File: config.mk
export PLATFORM = sky130hd
export DESIGN_NAME = eurorack_top
export DESIGN_NICKNAME = d
export VERILOG_FILES = /design/src/eurorack_pkg.sv /design/src/codec_tdm.sv /design/src/cal.sv /design/src/dsp_core.sv /design/src/eurorack_top.sv
export SDC_FILE = /design/constraint.sdc
export NUM_CORES = 2
export LEC_CHECK = 0
export ABC_AREA = 1
export BUFFER_PORTS_ARGS = -buffer_cell sky130_fd_sc_hd__buf_2
export CORE_MARGIN = 2
export CORE_UTILIZATION = 61
export CTS_CLUSTER_DIAMETER = 50
export DETAILED_ROUTE_END_ITERATION = 8
export GPL_TIMING_DRIVEN = 0
export PLACE_DENSITY = 0.77
export REMOVE_ABC_BUFFERS = 1
export SYNTH_ARGS = -nofsm -noshare
export SYNTH_HDL_FRONTEND = slang
export SYNTH_SLANG_ARGS = --single-unit
File: constraint.sdc
create_clock -name clk -period 13.3 [get_ports clk]
set_clock_uncertainty 0.1 [all_clocks]
set_input_delay 2.66 -clock clk [delete_from_list [all_inputs] [get_ports clk]]
set_output_delay 2.66 -clock clk [all_outputs]
set_load 0.03 [all_outputs]
File: src/eurorack_pkg.sv
/* Constants and types shared by the audio path.
   Sample width, TDM frame geometry, calibration tables and core opcodes.
   Every design module and the testbench import it. */
package eurorack_pkg;

    // Sample and TDM frame geometry
    localparam int SAMPLE_W   = 16;
    localparam int SLOT_BITS  = 32;
    localparam int N_SLOTS    = 4;
    localparam int FRAME_CLKS = 256;

    // Counter widths that follow from the frame geometry
    localparam int CNT_W      = $clog2(FRAME_CLKS);
    localparam int SLOT_CNT_W = $clog2(2 * SLOT_BITS);
    localparam int SLOT_IDX_W = $clog2(N_SLOTS);

    localparam logic signed [SAMPLE_W-1:0] SAMPLE_MAX = {1'b0, {(SAMPLE_W-1){1'b1}}};
    localparam logic signed [SAMPLE_W-1:0] SAMPLE_MIN = {1'b1, {(SAMPLE_W-1){1'b0}}};

    // Calibration channels 0-3 are ADC inputs and 4-7 are DAC outputs
    localparam int N_CAL_CH   = 8;
    localparam int CH_W       = $clog2(N_CAL_CH);
    localparam int GAIN_W     = 10;
    localparam int GAIN_SHIFT = 8;
    localparam int PROD_W     = SAMPLE_W + GAIN_W + 2;
    localparam int SCALED_W   = PROD_W - GAIN_SHIFT;

    localparam logic signed [SAMPLE_W-1:0] CAL_OFFSET [N_CAL_CH] = '{
        16'sd120, -16'sd85, 16'sd40, -16'sd12, 16'sd0, 16'sd60, -16'sd30, 16'sd15
    };

    // Gain of 256 is unity
    localparam logic [GAIN_W-1:0] CAL_GAIN [N_CAL_CH] = '{
        10'd260, 10'd250, 10'd256, 10'd270, 10'd256, 10'd245, 10'd262, 10'd300
    };

    localparam int CRUSH_MASK_BITS = 12;

    typedef enum logic [1:0] {OP_MIRROR, OP_VCA, OP_BITCRUSH, OP_INVERT} core_op_t;

    typedef enum logic [1:0] {CAL_IDLE, CAL_RUN, CAL_DONE} cal_state_t;

endpackage

File: src/codec_tdm.sv
/* TDM serial link to the four-in, four-out audio codec.
   Generates bick and lrck, shifts ADC slots in and DAC slots out,
   and pulses sample_clk once per frame with fresh ADC words. */
`timescale 1ns/1ns

module codec_tdm import eurorack_pkg::*; (
    input  logic                       clk,
    input  logic                       rst,
    output logic                       pdn,
    output logic                       bick,
    output logic                       lrck,
    output logic                       sdin1,
    input  logic                       sdout1,
    output logic                       sample_clk,
    output logic signed [SAMPLE_W-1:0] adc0, adc1, adc2, adc3,
    input  logic signed [SAMPLE_W-1:0] dac0, dac1, dac2, dac3
);

    logic [CNT_W-1:0]           cnt;
    logic [CNT_W-1:0]           pos;
    logic [CNT_W-1:0]           pos_next;
    logic [SLOT_IDX_W-1:0]      slot;
    logic [SLOT_IDX_W-1:0]      slot_next;
    logic [SLOT_CNT_W-2:0]      bit_idx;
    logic                       frame_end;
    logic [SAMPLE_W-1:0]        rx_sr;
    logic signed [SAMPLE_W-1:0] hold [N_SLOTS];
    logic [SAMPLE_W-1:0]        tx_sr;
    logic signed [SAMPLE_W-1:0] tx_word;
    logic signed [SAMPLE_W-1:0] dac_q1, dac_q2, dac_q3;

    // Frame position runs half a frame ahead of cnt, so reset lands in slot 2
    // with lrck low
    assign pos       = cnt + CNT_W'(FRAME_CLKS / 2);
    assign pos_next  = pos + CNT_W'(1);
    assign slot      = pos[CNT_W-1 -: SLOT_IDX_W];
    assign slot_next = pos_next[CNT_W-1 -: SLOT_IDX_W];
    assign bit_idx   = pos[SLOT_CNT_W-1:1];
    assign frame_end = (pos == '1);

    assign bick = cnt[0];
    assign lrck = ~pos[CNT_W-1];

    always_ff @(posedge clk) begin
        if (rst) begin
            cnt        <= '0;
            pdn        <= 1'b0;
            sample_clk <= 1'b0;
        end else begin
            cnt        <= cnt + CNT_W'(1);
            pdn        <= 1'b1;
            sample_clk <= frame_end;
        end
    end

    // Receive the top 16 bits of each slot on the clk edge that raises bick
    always_ff @(posedge clk) begin
        if (!bick && bit_idx < (SLOT_CNT_W-1)'(SAMPLE_W)) begin
            rx_sr <= {rx_sr[SAMPLE_W-2:0], sdout1};
        end
    end

    always_ff @(posedge clk) begin
        if (rst) begin
            for (int i = 0; i < N_SLOTS; i++) begin
                hold[i] <= '0;
            end
            adc0 <= '0;
            adc1 <= '0;
            adc2 <= '0;
            adc3 <= '0;
        end else begin
            if (!bick && bit_idx == (SLOT_CNT_W-1)'(SAMPLE_W - 1)) begin
                hold[slot] <= {rx_sr[SAMPLE_W-2:0], sdout1};
            end
            // Publish the whole frame together with sample_clk
            if (frame_end) begin
                adc0 <= hold[0];
                adc1 <= hold[1];
                adc2 <= hold[2];
                adc3 <= hold[3];
            end
        end
    end

    // Slot 0 loads straight from dac0 at the frame boundary
    always_comb begin
        case (slot_next)
            2'd0:    tx_word = dac0;
            2'd1:    tx_word = dac_q1;
            2'd2:    tx_word = dac_q2;
            default: tx_word = dac_q3;
        endcase
    end

    always_ff @(posedge clk) begin
        if (rst) begin
            dac_q1 <= '0;
            dac_q2 <= '0;
            dac_q3 <= '0;
            tx_sr  <= '0;
            sdin1  <= 1'b0;
        end else begin
            if (frame_end) begin
                dac_q1 <= dac1;
                dac_q2 <= dac2;
                dac_q3 <= dac3;
            end
            // Next bit leaves on the edge that drops bick and zeros fill the slot tail
            if (bick) begin
                if (pos_next[SLOT_CNT_W-1:0] == '0) begin
                    sdin1 <= tx_word[SAMPLE_W-1];
                    tx_sr <= {tx_word[SAMPLE_W-2:0], 1'b0};
                end else begin
                    sdin1 <= tx_sr[SAMPLE_W-1];
                    tx_sr <= {tx_sr[SAMPLE_W-2:0], 1'b0};
                end
            end
        end
    end

endmodule

File: src/cal.sv
/* Offset and gain calibration for four inputs and four outputs.
   One multiplier is shared across the eight channels, one per cycle after
   sample_clk; all outputs change together with the cal_strobe pulse. */
`timescale 1ns/1ns

module cal import eurorack_pkg::*; (
    input  logic                       clk,
    input  logic                       rst,
    input  logic                       sample_clk,
    input  logic signed [SAMPLE_W-1:0] in0, in1, in2, in3, in4, in5, in6, in7,
    output logic signed [SAMPLE_W-1:0] out0, out1, out2, out3, out4, out5, out6, out7,
    output logic                       cal_strobe
);

    cal_state_t                 state;
    logic [CH_W-1:0]            ch;
    logic signed [SAMPLE_W-1:0] snap [N_CAL_CH];
    logic signed [SAMPLE_W-1:0] shadow [N_CAL_CH];
    logic signed [SAMPLE_W:0]   diff;
    logic signed [PROD_W-1:0]   prod;
    logic signed [SCALED_W-1:0] scaled;
    logic signed [SAMPLE_W-1:0] result;

    // Datapath for the current channel
    always_comb begin
        diff   = {snap[ch][SAMPLE_W-1], snap[ch]}
               - {CAL_OFFSET[ch][SAMPLE_W-1], CAL_OFFSET[ch]};
        prod   = PROD_W'(diff) * PROD_W'($signed({1'b0, CAL_GAIN[ch]}));
        scaled = prod[PROD_W-1:GAIN_SHIFT];
        // Clamp when the headroom bits disagree with the sign
        if (!scaled[SCALED_W-1] && |scaled[SCALED_W-2:SAMPLE_W-1]) begin
            result = SAMPLE_MAX;
        end else if (scaled[SCALED_W-1] && !(&scaled[SCALED_W-2:SAMPLE_W-1])) begin
            result = SAMPLE_MIN;
        end else begin
            result = scaled[SAMPLE_W-1:0];
        end
    end

    always_ff @(posedge clk) begin
        if (rst) begin
            state      <= CAL_IDLE;
            ch         <= '0;
            cal_strobe <= 1'b0;
            out0       <= '0;
            out1       <= '0;
            out2       <= '0;
            out3       <= '0;
            out4       <= '0;
            out5       <= '0;
            out6       <= '0;
            out7       <= '0;
        end else begin
            cal_strobe <= 1'b0;
            case (state)
                CAL_IDLE: begin
                    if (sample_clk) begin
                        snap[0] <= in0;
                        snap[1] <= in1;
                        snap[2] <= in2;
                        snap[3] <= in3;
                        snap[4] <= in4;
                        snap[5] <= in5;
                        snap[6] <= in6;
                        snap[7] <= in7;
                        ch      <= '0;
                        state   <= CAL_RUN;
                    end
                end
                CAL_RUN: begin
                    shadow[ch] <= result;
                    ch         <= ch + CH_W'(1);
                    if (ch == CH_W'(N_CAL_CH - 1)) begin
                        state <= CAL_DONE;
                    end
                end
                CAL_DONE: begin
                    out0       <= shadow[0];
                    out1       <= shadow[1];
                    out2       <= shadow[2];
                    out3       <= shadow[3];
                    out4       <= shadow[4];
                    out5       <= shadow[5];
                    out6       <= shadow[6];
                    out7       <= shadow[7];
                    cal_strobe <= 1'b1;
                    state      <= CAL_IDLE;
                end
                default: state <= CAL_IDLE;
            endcase
        end
    end

endmodule

File: src/dsp_core.sv
/* Per-sample processing core for the four calibrated inputs.
   core_sel picks mirror, VCA, bitcrush or invert; results are
   registered on cal_strobe and hold for the rest of the frame. */
`timescale 1ns/1ns

module dsp_core import eurorack_pkg::*; (
    input  logic                       clk,
    input  logic                       rst,
    input  logic                       cal_strobe,
    input  core_op_t                   core_sel,
    input  logic signed [SAMPLE_W-1:0] in0, in1, in2, in3,
    output logic signed [SAMPLE_W-1:0] core0, core1, core2, core3
);

    logic signed [2*SAMPLE_W-1:0] vca01;
    logic signed [2*SAMPLE_W-1:0] vca23;
    logic signed [SAMPLE_W-1:0]   res [N_SLOTS];

    function automatic logic signed [SAMPLE_W-1:0] crush(input logic signed [SAMPLE_W-1:0] x);
        return {x[SAMPLE_W-1:CRUSH_MASK_BITS], {CRUSH_MASK_BITS{1'b0}}};
    endfunction

    // Negation where only the most negative value needs clamping
    function automatic logic signed [SAMPLE_W-1:0] neg_sat(input logic signed [SAMPLE_W-1:0] x);
        if (x == SAMPLE_MIN) begin
            return SAMPLE_MAX;
        end
        return -x;
    endfunction

    // Channels 1 and 3 act as control voltages in the Q1.15 products
    assign vca01 = (2*SAMPLE_W)'(in0) * (2*SAMPLE_W)'(in1);
    assign vca23 = (2*SAMPLE_W)'(in2) * (2*SAMPLE_W)'(in3);

    always_comb begin
        case (core_sel)
            OP_VCA: begin
                res[0] = vca01[2*SAMPLE_W-2:SAMPLE_W-1];
                res[1] = in1;
                res[2] = vca23[2*SAMPLE_W-2:SAMPLE_W-1];
                res[3] = in3;
            end
            OP_BITCRUSH: begin
                res[0] = crush(in0);
                res[1] = crush(in1);
                res[2] = crush(in2);
                res[3] = crush(in3);
            end
            OP_INVERT: begin
                res[0] = neg_sat(in0);
                res[1] = neg_sat(in1);
                res[2] = neg_sat(in2);
                res[3] = neg_sat(in3);
            end
            default: begin
                res[0] = in0;
                res[1] = in1;
                res[2] = in2;
                res[3] = in3;
            end
        endcase
    end

    always_ff @(posedge clk) begin
        if (rst) begin
            core0 <= '0;
            core1 <= '0;
            core2 <= '0;
            core3 <= '0;
        end else if (cal_strobe) begin
            core0 <= res[0];
            core1 <= res[1];
            core2 <= res[2];
            core3 <= res[3];
        end
    end

endmodule

File: src/eurorack_top.sv
/* Audio path top level: codec link, calibration and DSP core.
   ADC words are inverted here to undo the analog front end. */
`timescale 1ns/1ns

module eurorack_top import eurorack_pkg::*; (
    input  logic     clk,
    input  logic     rst,
    input  logic     sdout1,
    input  core_op_t core_sel,
    output logic     pdn,
    output logic     bick,
    output logic     lrck,
    output logic     sdin1
);

    logic sample_clk;
    logic cal_strobe;

    // Raw codec samples
    logic signed [SAMPLE_W-1:0] adc0, adc1, adc2, adc3;
    logic signed [SAMPLE_W-1:0] dac0, dac1, dac2, dac3;

    // Calibrated inputs and core results
    logic signed [SAMPLE_W-1:0] cal_in0, cal_in1, cal_in2, cal_in3;
    logic signed [SAMPLE_W-1:0] core0, core1, core2, core3;

    codec_tdm i_codec_tdm (
        .clk        (clk),
        .rst        (rst),
        .pdn        (pdn),
        .bick       (bick),
        .lrck       (lrck),
        .sdin1      (sdin1),
        .sdout1     (sdout1),
        .sample_clk (sample_clk),
        .adc0 (adc0), .adc1 (adc1), .adc2 (adc2), .adc3 (adc3),
        .dac0 (dac0), .dac1 (dac1), .dac2 (dac2), .dac3 (dac3)
    );

    cal i_cal (
        .clk        (clk),
        .rst        (rst),
        .sample_clk (sample_clk),
        // Bitwise inversion undoes the inverting analog front end
        .in0 (~adc0), .in1 (~adc1), .in2 (~adc2), .in3 (~adc3),
        .in4 (core0), .in5 (core1), .in6 (core2), .in7 (core3),
        .out0 (cal_in0), .out1 (cal_in1), .out2 (cal_in2), .out3 (cal_in3),
        .out4 (dac0), .out5 (dac1), .out6 (dac2), .out7 (dac3),
        .cal_strobe (cal_strobe)
    );

    dsp_core i_dsp_core (
        .clk        (clk),
        .rst        (rst),
        .cal_strobe (cal_strobe),
        .core_sel   (core_sel),
        .in0 (cal_in0), .in1 (cal_in1), .in2 (cal_in2), .in3 (cal_in3),
        .core0 (core0), .core1 (core1), .core2 (core2), .core3 (core3)
    );

endmodule

==> flow_metrics.py <==
metrics = {
    "yosys": {
        "netlist_area_mm2": 0.0529,
        "synth-seq-cells": 674,
        "ys_types": 53,
        "syn_avg_cell_area_um2": 8.44,
        "postSynthCellCount": 6269,
        "synth.most_common_cell": "inv_1",
        "synth.top_cell.area_share_pct": 24.3,
        "netlist_top_cells_count": "1,288 x inv_1, 1,123 x nand2_1, 664 x nor2_1",
        "yosysSeqAreaShare_pct": 31.8,
        "synth_top_cell_by_area": "fa_1",
        "synthTopCellsByArea": "fa_1 24%, edfxtp_1 19%, dfxtp_1 13%",
        "ys_warn_count": 0,
        "synth-edff-count": 335,
        "synth_ff_type": "dfxtp_1",
        "synth_async_sr_flop_share_pct": 0,
    },
    "grt": {
        "grt_pass1_wl_um": 219000,
        "grt_pass1_vias": 41800,
        "grt_antenna_before_repair": 6,
        "track_usage_pct": 30.9,
        "grt_max_degree": 171,
        "overflow": 0,
    },
    "clocking": {
        "root_buffer": "clkbuf_16",
        "clk_pin_slew_ns": 0.06,
        "clock_latency_ns": 0.62,
        "postCtsSetupRepairBufs": 0,
        "cts_resized": 0,
        "cts_tree": "done",
        "clk_path_buf_depth": 3,
        "h-tree-depth": 3,
        "cts_buffers": 66,
        "postCtsHoldBufs": 0,
        "cts_num_sinks": 674,
    },
    "timing": {
        "timing.final.crit_share_pct": 82.6,
        "rsz0062_at_grt": "false",
        "slew_headroom_pct": 14.4,
        "fin_setup_tns_ns": 0,
        "worst_slack_ns": 2.32,
        "slew_violations": 0,
        "finalHoldViolations": 0,
        "worst_pin_slew_ns": 1.28,
        "fmax_mhz": 91.1,
        "final.min_clock_period_ns": 10.98,
        "setup_violations": 0,
    },
    "setup_path": {
        "reg2reg_depth": 40,
        "critPathArrivalTime_ns": 11.04,
        "required_ns": 13.36,
        "end_kind": "flop",
        "cpMostUsedCell": "nand2_1",
        "max_stage_delay_ns": 0.74,
        "crit_fanout": 64,
        "worstSetupPathType": "flop to flop",
        "crit_slowest_cell": "clkinv_2",
        "reg2reg_slack_ns": 2.32,
        "setup.worst_path.start_class": "flop",
        "rr_endpoint": "i_cal.shadow[3][4]$_DFFE_PP_",
    },
    "min_path": {
        "hp-class": "flop to flop",
        "min_to": "i_cal.snap[5][11]$_DFFE_PP_",
        "min_from": "i_dsp_core.core1[11]$_SDFFE_PP0P_",
        "holdPathStages": 0,
    },
    "floorplanning": {
        "placementRows": 108,
        "start_util_pct": 61.3,
        "die_y_um": 298,
        "ios": 9,
        "dieArea_mm2": 0.0891,
        "coreArea_mm2": 0.0863,
        "die_w_um": 298,
    },
    "placement": {
        "portBuffers": 8,
        "gp_congestion": 0.934,
        "place_ws_ns": 2.44,
        "place_hpwl_um": 97100,
        "placed_area_mm2": 0.0537,
    },
    "drt": {
        "vias_per_cell": 5.59,
        "drt-pass1-iter-count": 6,
        "drt_iter0_drc": 3585,
        "wl_per_cell_um": 18.3,
        "drc_errors": 0,
        "drtAntennaViolNets": 0,
        "num_vias": 40700,
        "wl_um": 133000,
    },
    "run": {
        "max_cap_viol_count": 0,
    },
    "finish": {
        "fill_cells": 7048,
        "regArea_mm2": 0.0168,
        "drive_gt1_share_pct": 4.13,
        "multiInputGateArea_mm2": 0.0300,
        "fin_util_pct": 64.8,
        "layout.nets": 6969,
        "finalInstanceArea_mm2": 0.0560,
        "syn_to_final_growth_pct": 5.78,
        "reg_top3": "i_cal.shadow (128), i_cal.snap (128), i_codec_tdm.hold (64)",
    },
    "pwr": {
        "p_leak_nw": 25.4,
        "ir_worst_vdd_mv": 0.129,
        "p_per_area_mw_per_mm2": 74.2,
    },
    "run_status": {
        "status": "finished clean",
    },
}
==> worst max path at each step <==
stage	start	to	slack (ns)	cells past startpoint
final	flop	i_cal.shadow[3][4]$_DFFE_PP_	2.32	40
after global routing	flop	i_cal.shadow[3][4]$_DFFE_PP_	1.71	38
after CTS	flop	i_cal.shadow[3][4]$_DFFE_PP_	2.42	40
after detailed placement	flop	i_cal.shadow[2][4]$_DFFE_PP_	2.44	40
after global placement	flop	i_cal.shadow[2][4]$_DFFE_PP_	-0.77	39
after floorplan	flop	i_cal.shadow[0][0]$_DFFE_PP_	3.68	39
==> kinds of logic after synthesis <==
family | Yosys count | share of synthesized area (%)
AOI/OAI and AO/OA | 969 | 9.78
xor gates and xnor gates | 38 | 0.629
and+or+nand+nor | 2109 | 16.2
buffers and inverters | 1594 | 11.5
DFF | 674 | 31.8
adders and majority gates | 885 | 30.0
==> stage by stage <==
stage / total power, W / instances / hold slack [ns]
2_1_floorplan: 0.00227 / 5980 / 0.303
5_1_grt: 0.00425 / 7286 / 0.327
6_report: 0.00415 / 7289 / 0.314
3_5_place_dp: 0.00230 / 7166 / 0.310
3_3_place_gp: 0.00230 / 7143 / 0.308
4_1_cts: 0.00416 / 7286 / 0.318
==> layer usage <==
metal	routed length, um	GRT usage (%)	vias to the layer above	share of wire, %
met4	4680	10.8	0	3.5
met1	53300	40.8	19900	40
met5	0	0	-	0
met2	65100	52.8	1599	49
met3	10300	3.95	302	7.8
li1	-	-	18900	-
==> where the power goes <==
part / internal [W] / switching (W) / total, W
registers: 0.00218 / 0.00000801 / 0.00219
logic: 0.0000156 / 0.0000552 / 0.0000709
clock network: 0.00108 / 0.000821 / 0.00190
total: 0.00327 / 0.000885 / 0.00415
==> final cells by class <==
cell class | instances | area share [%]
Clock buffer | 93 | 3.44
Inverter | 1305 | 8.79
Clock inverter | 27 | 0.563
Sequential cell | 674 | 30.1
Tap cell | 1155 | 2.58
Multi-Input combinational cell | 4001 | 53.7
Antenna cell | 3 | 0.0134
Timing Repair Buffer | 31 | 0.814
==> placed cells by master (no fill, tap or decap), types with 25 or more instances in the layout <==
cell type,netlist,final
fa_1,642,642
nor3_1,53,52
dfxtp_1,339,336
a31oi_1,44,44
a21oi_1,335,335
inv_1,1288,1286
clkbuf_16,0,69
nand2_1,1123,1123
nand3_1,140,139
xor2_1,25,25
o21ai_0,476,474
edfxtp_1,335,335
ha_1,243,243
nor2_1,664,653
nand2_2,36,36
==> critical path, delay by kind of cell, from the launching register on <==
kind	cells	cell delay, ns
and+or+nand+nor	20	2.82
DFF	1	0.66
adders and majority gates	7	3.55
buffers and inverters	7	1.40
AOI/OAI and AO/OA	6	1.94
Power figures use the tool's default switching activity.
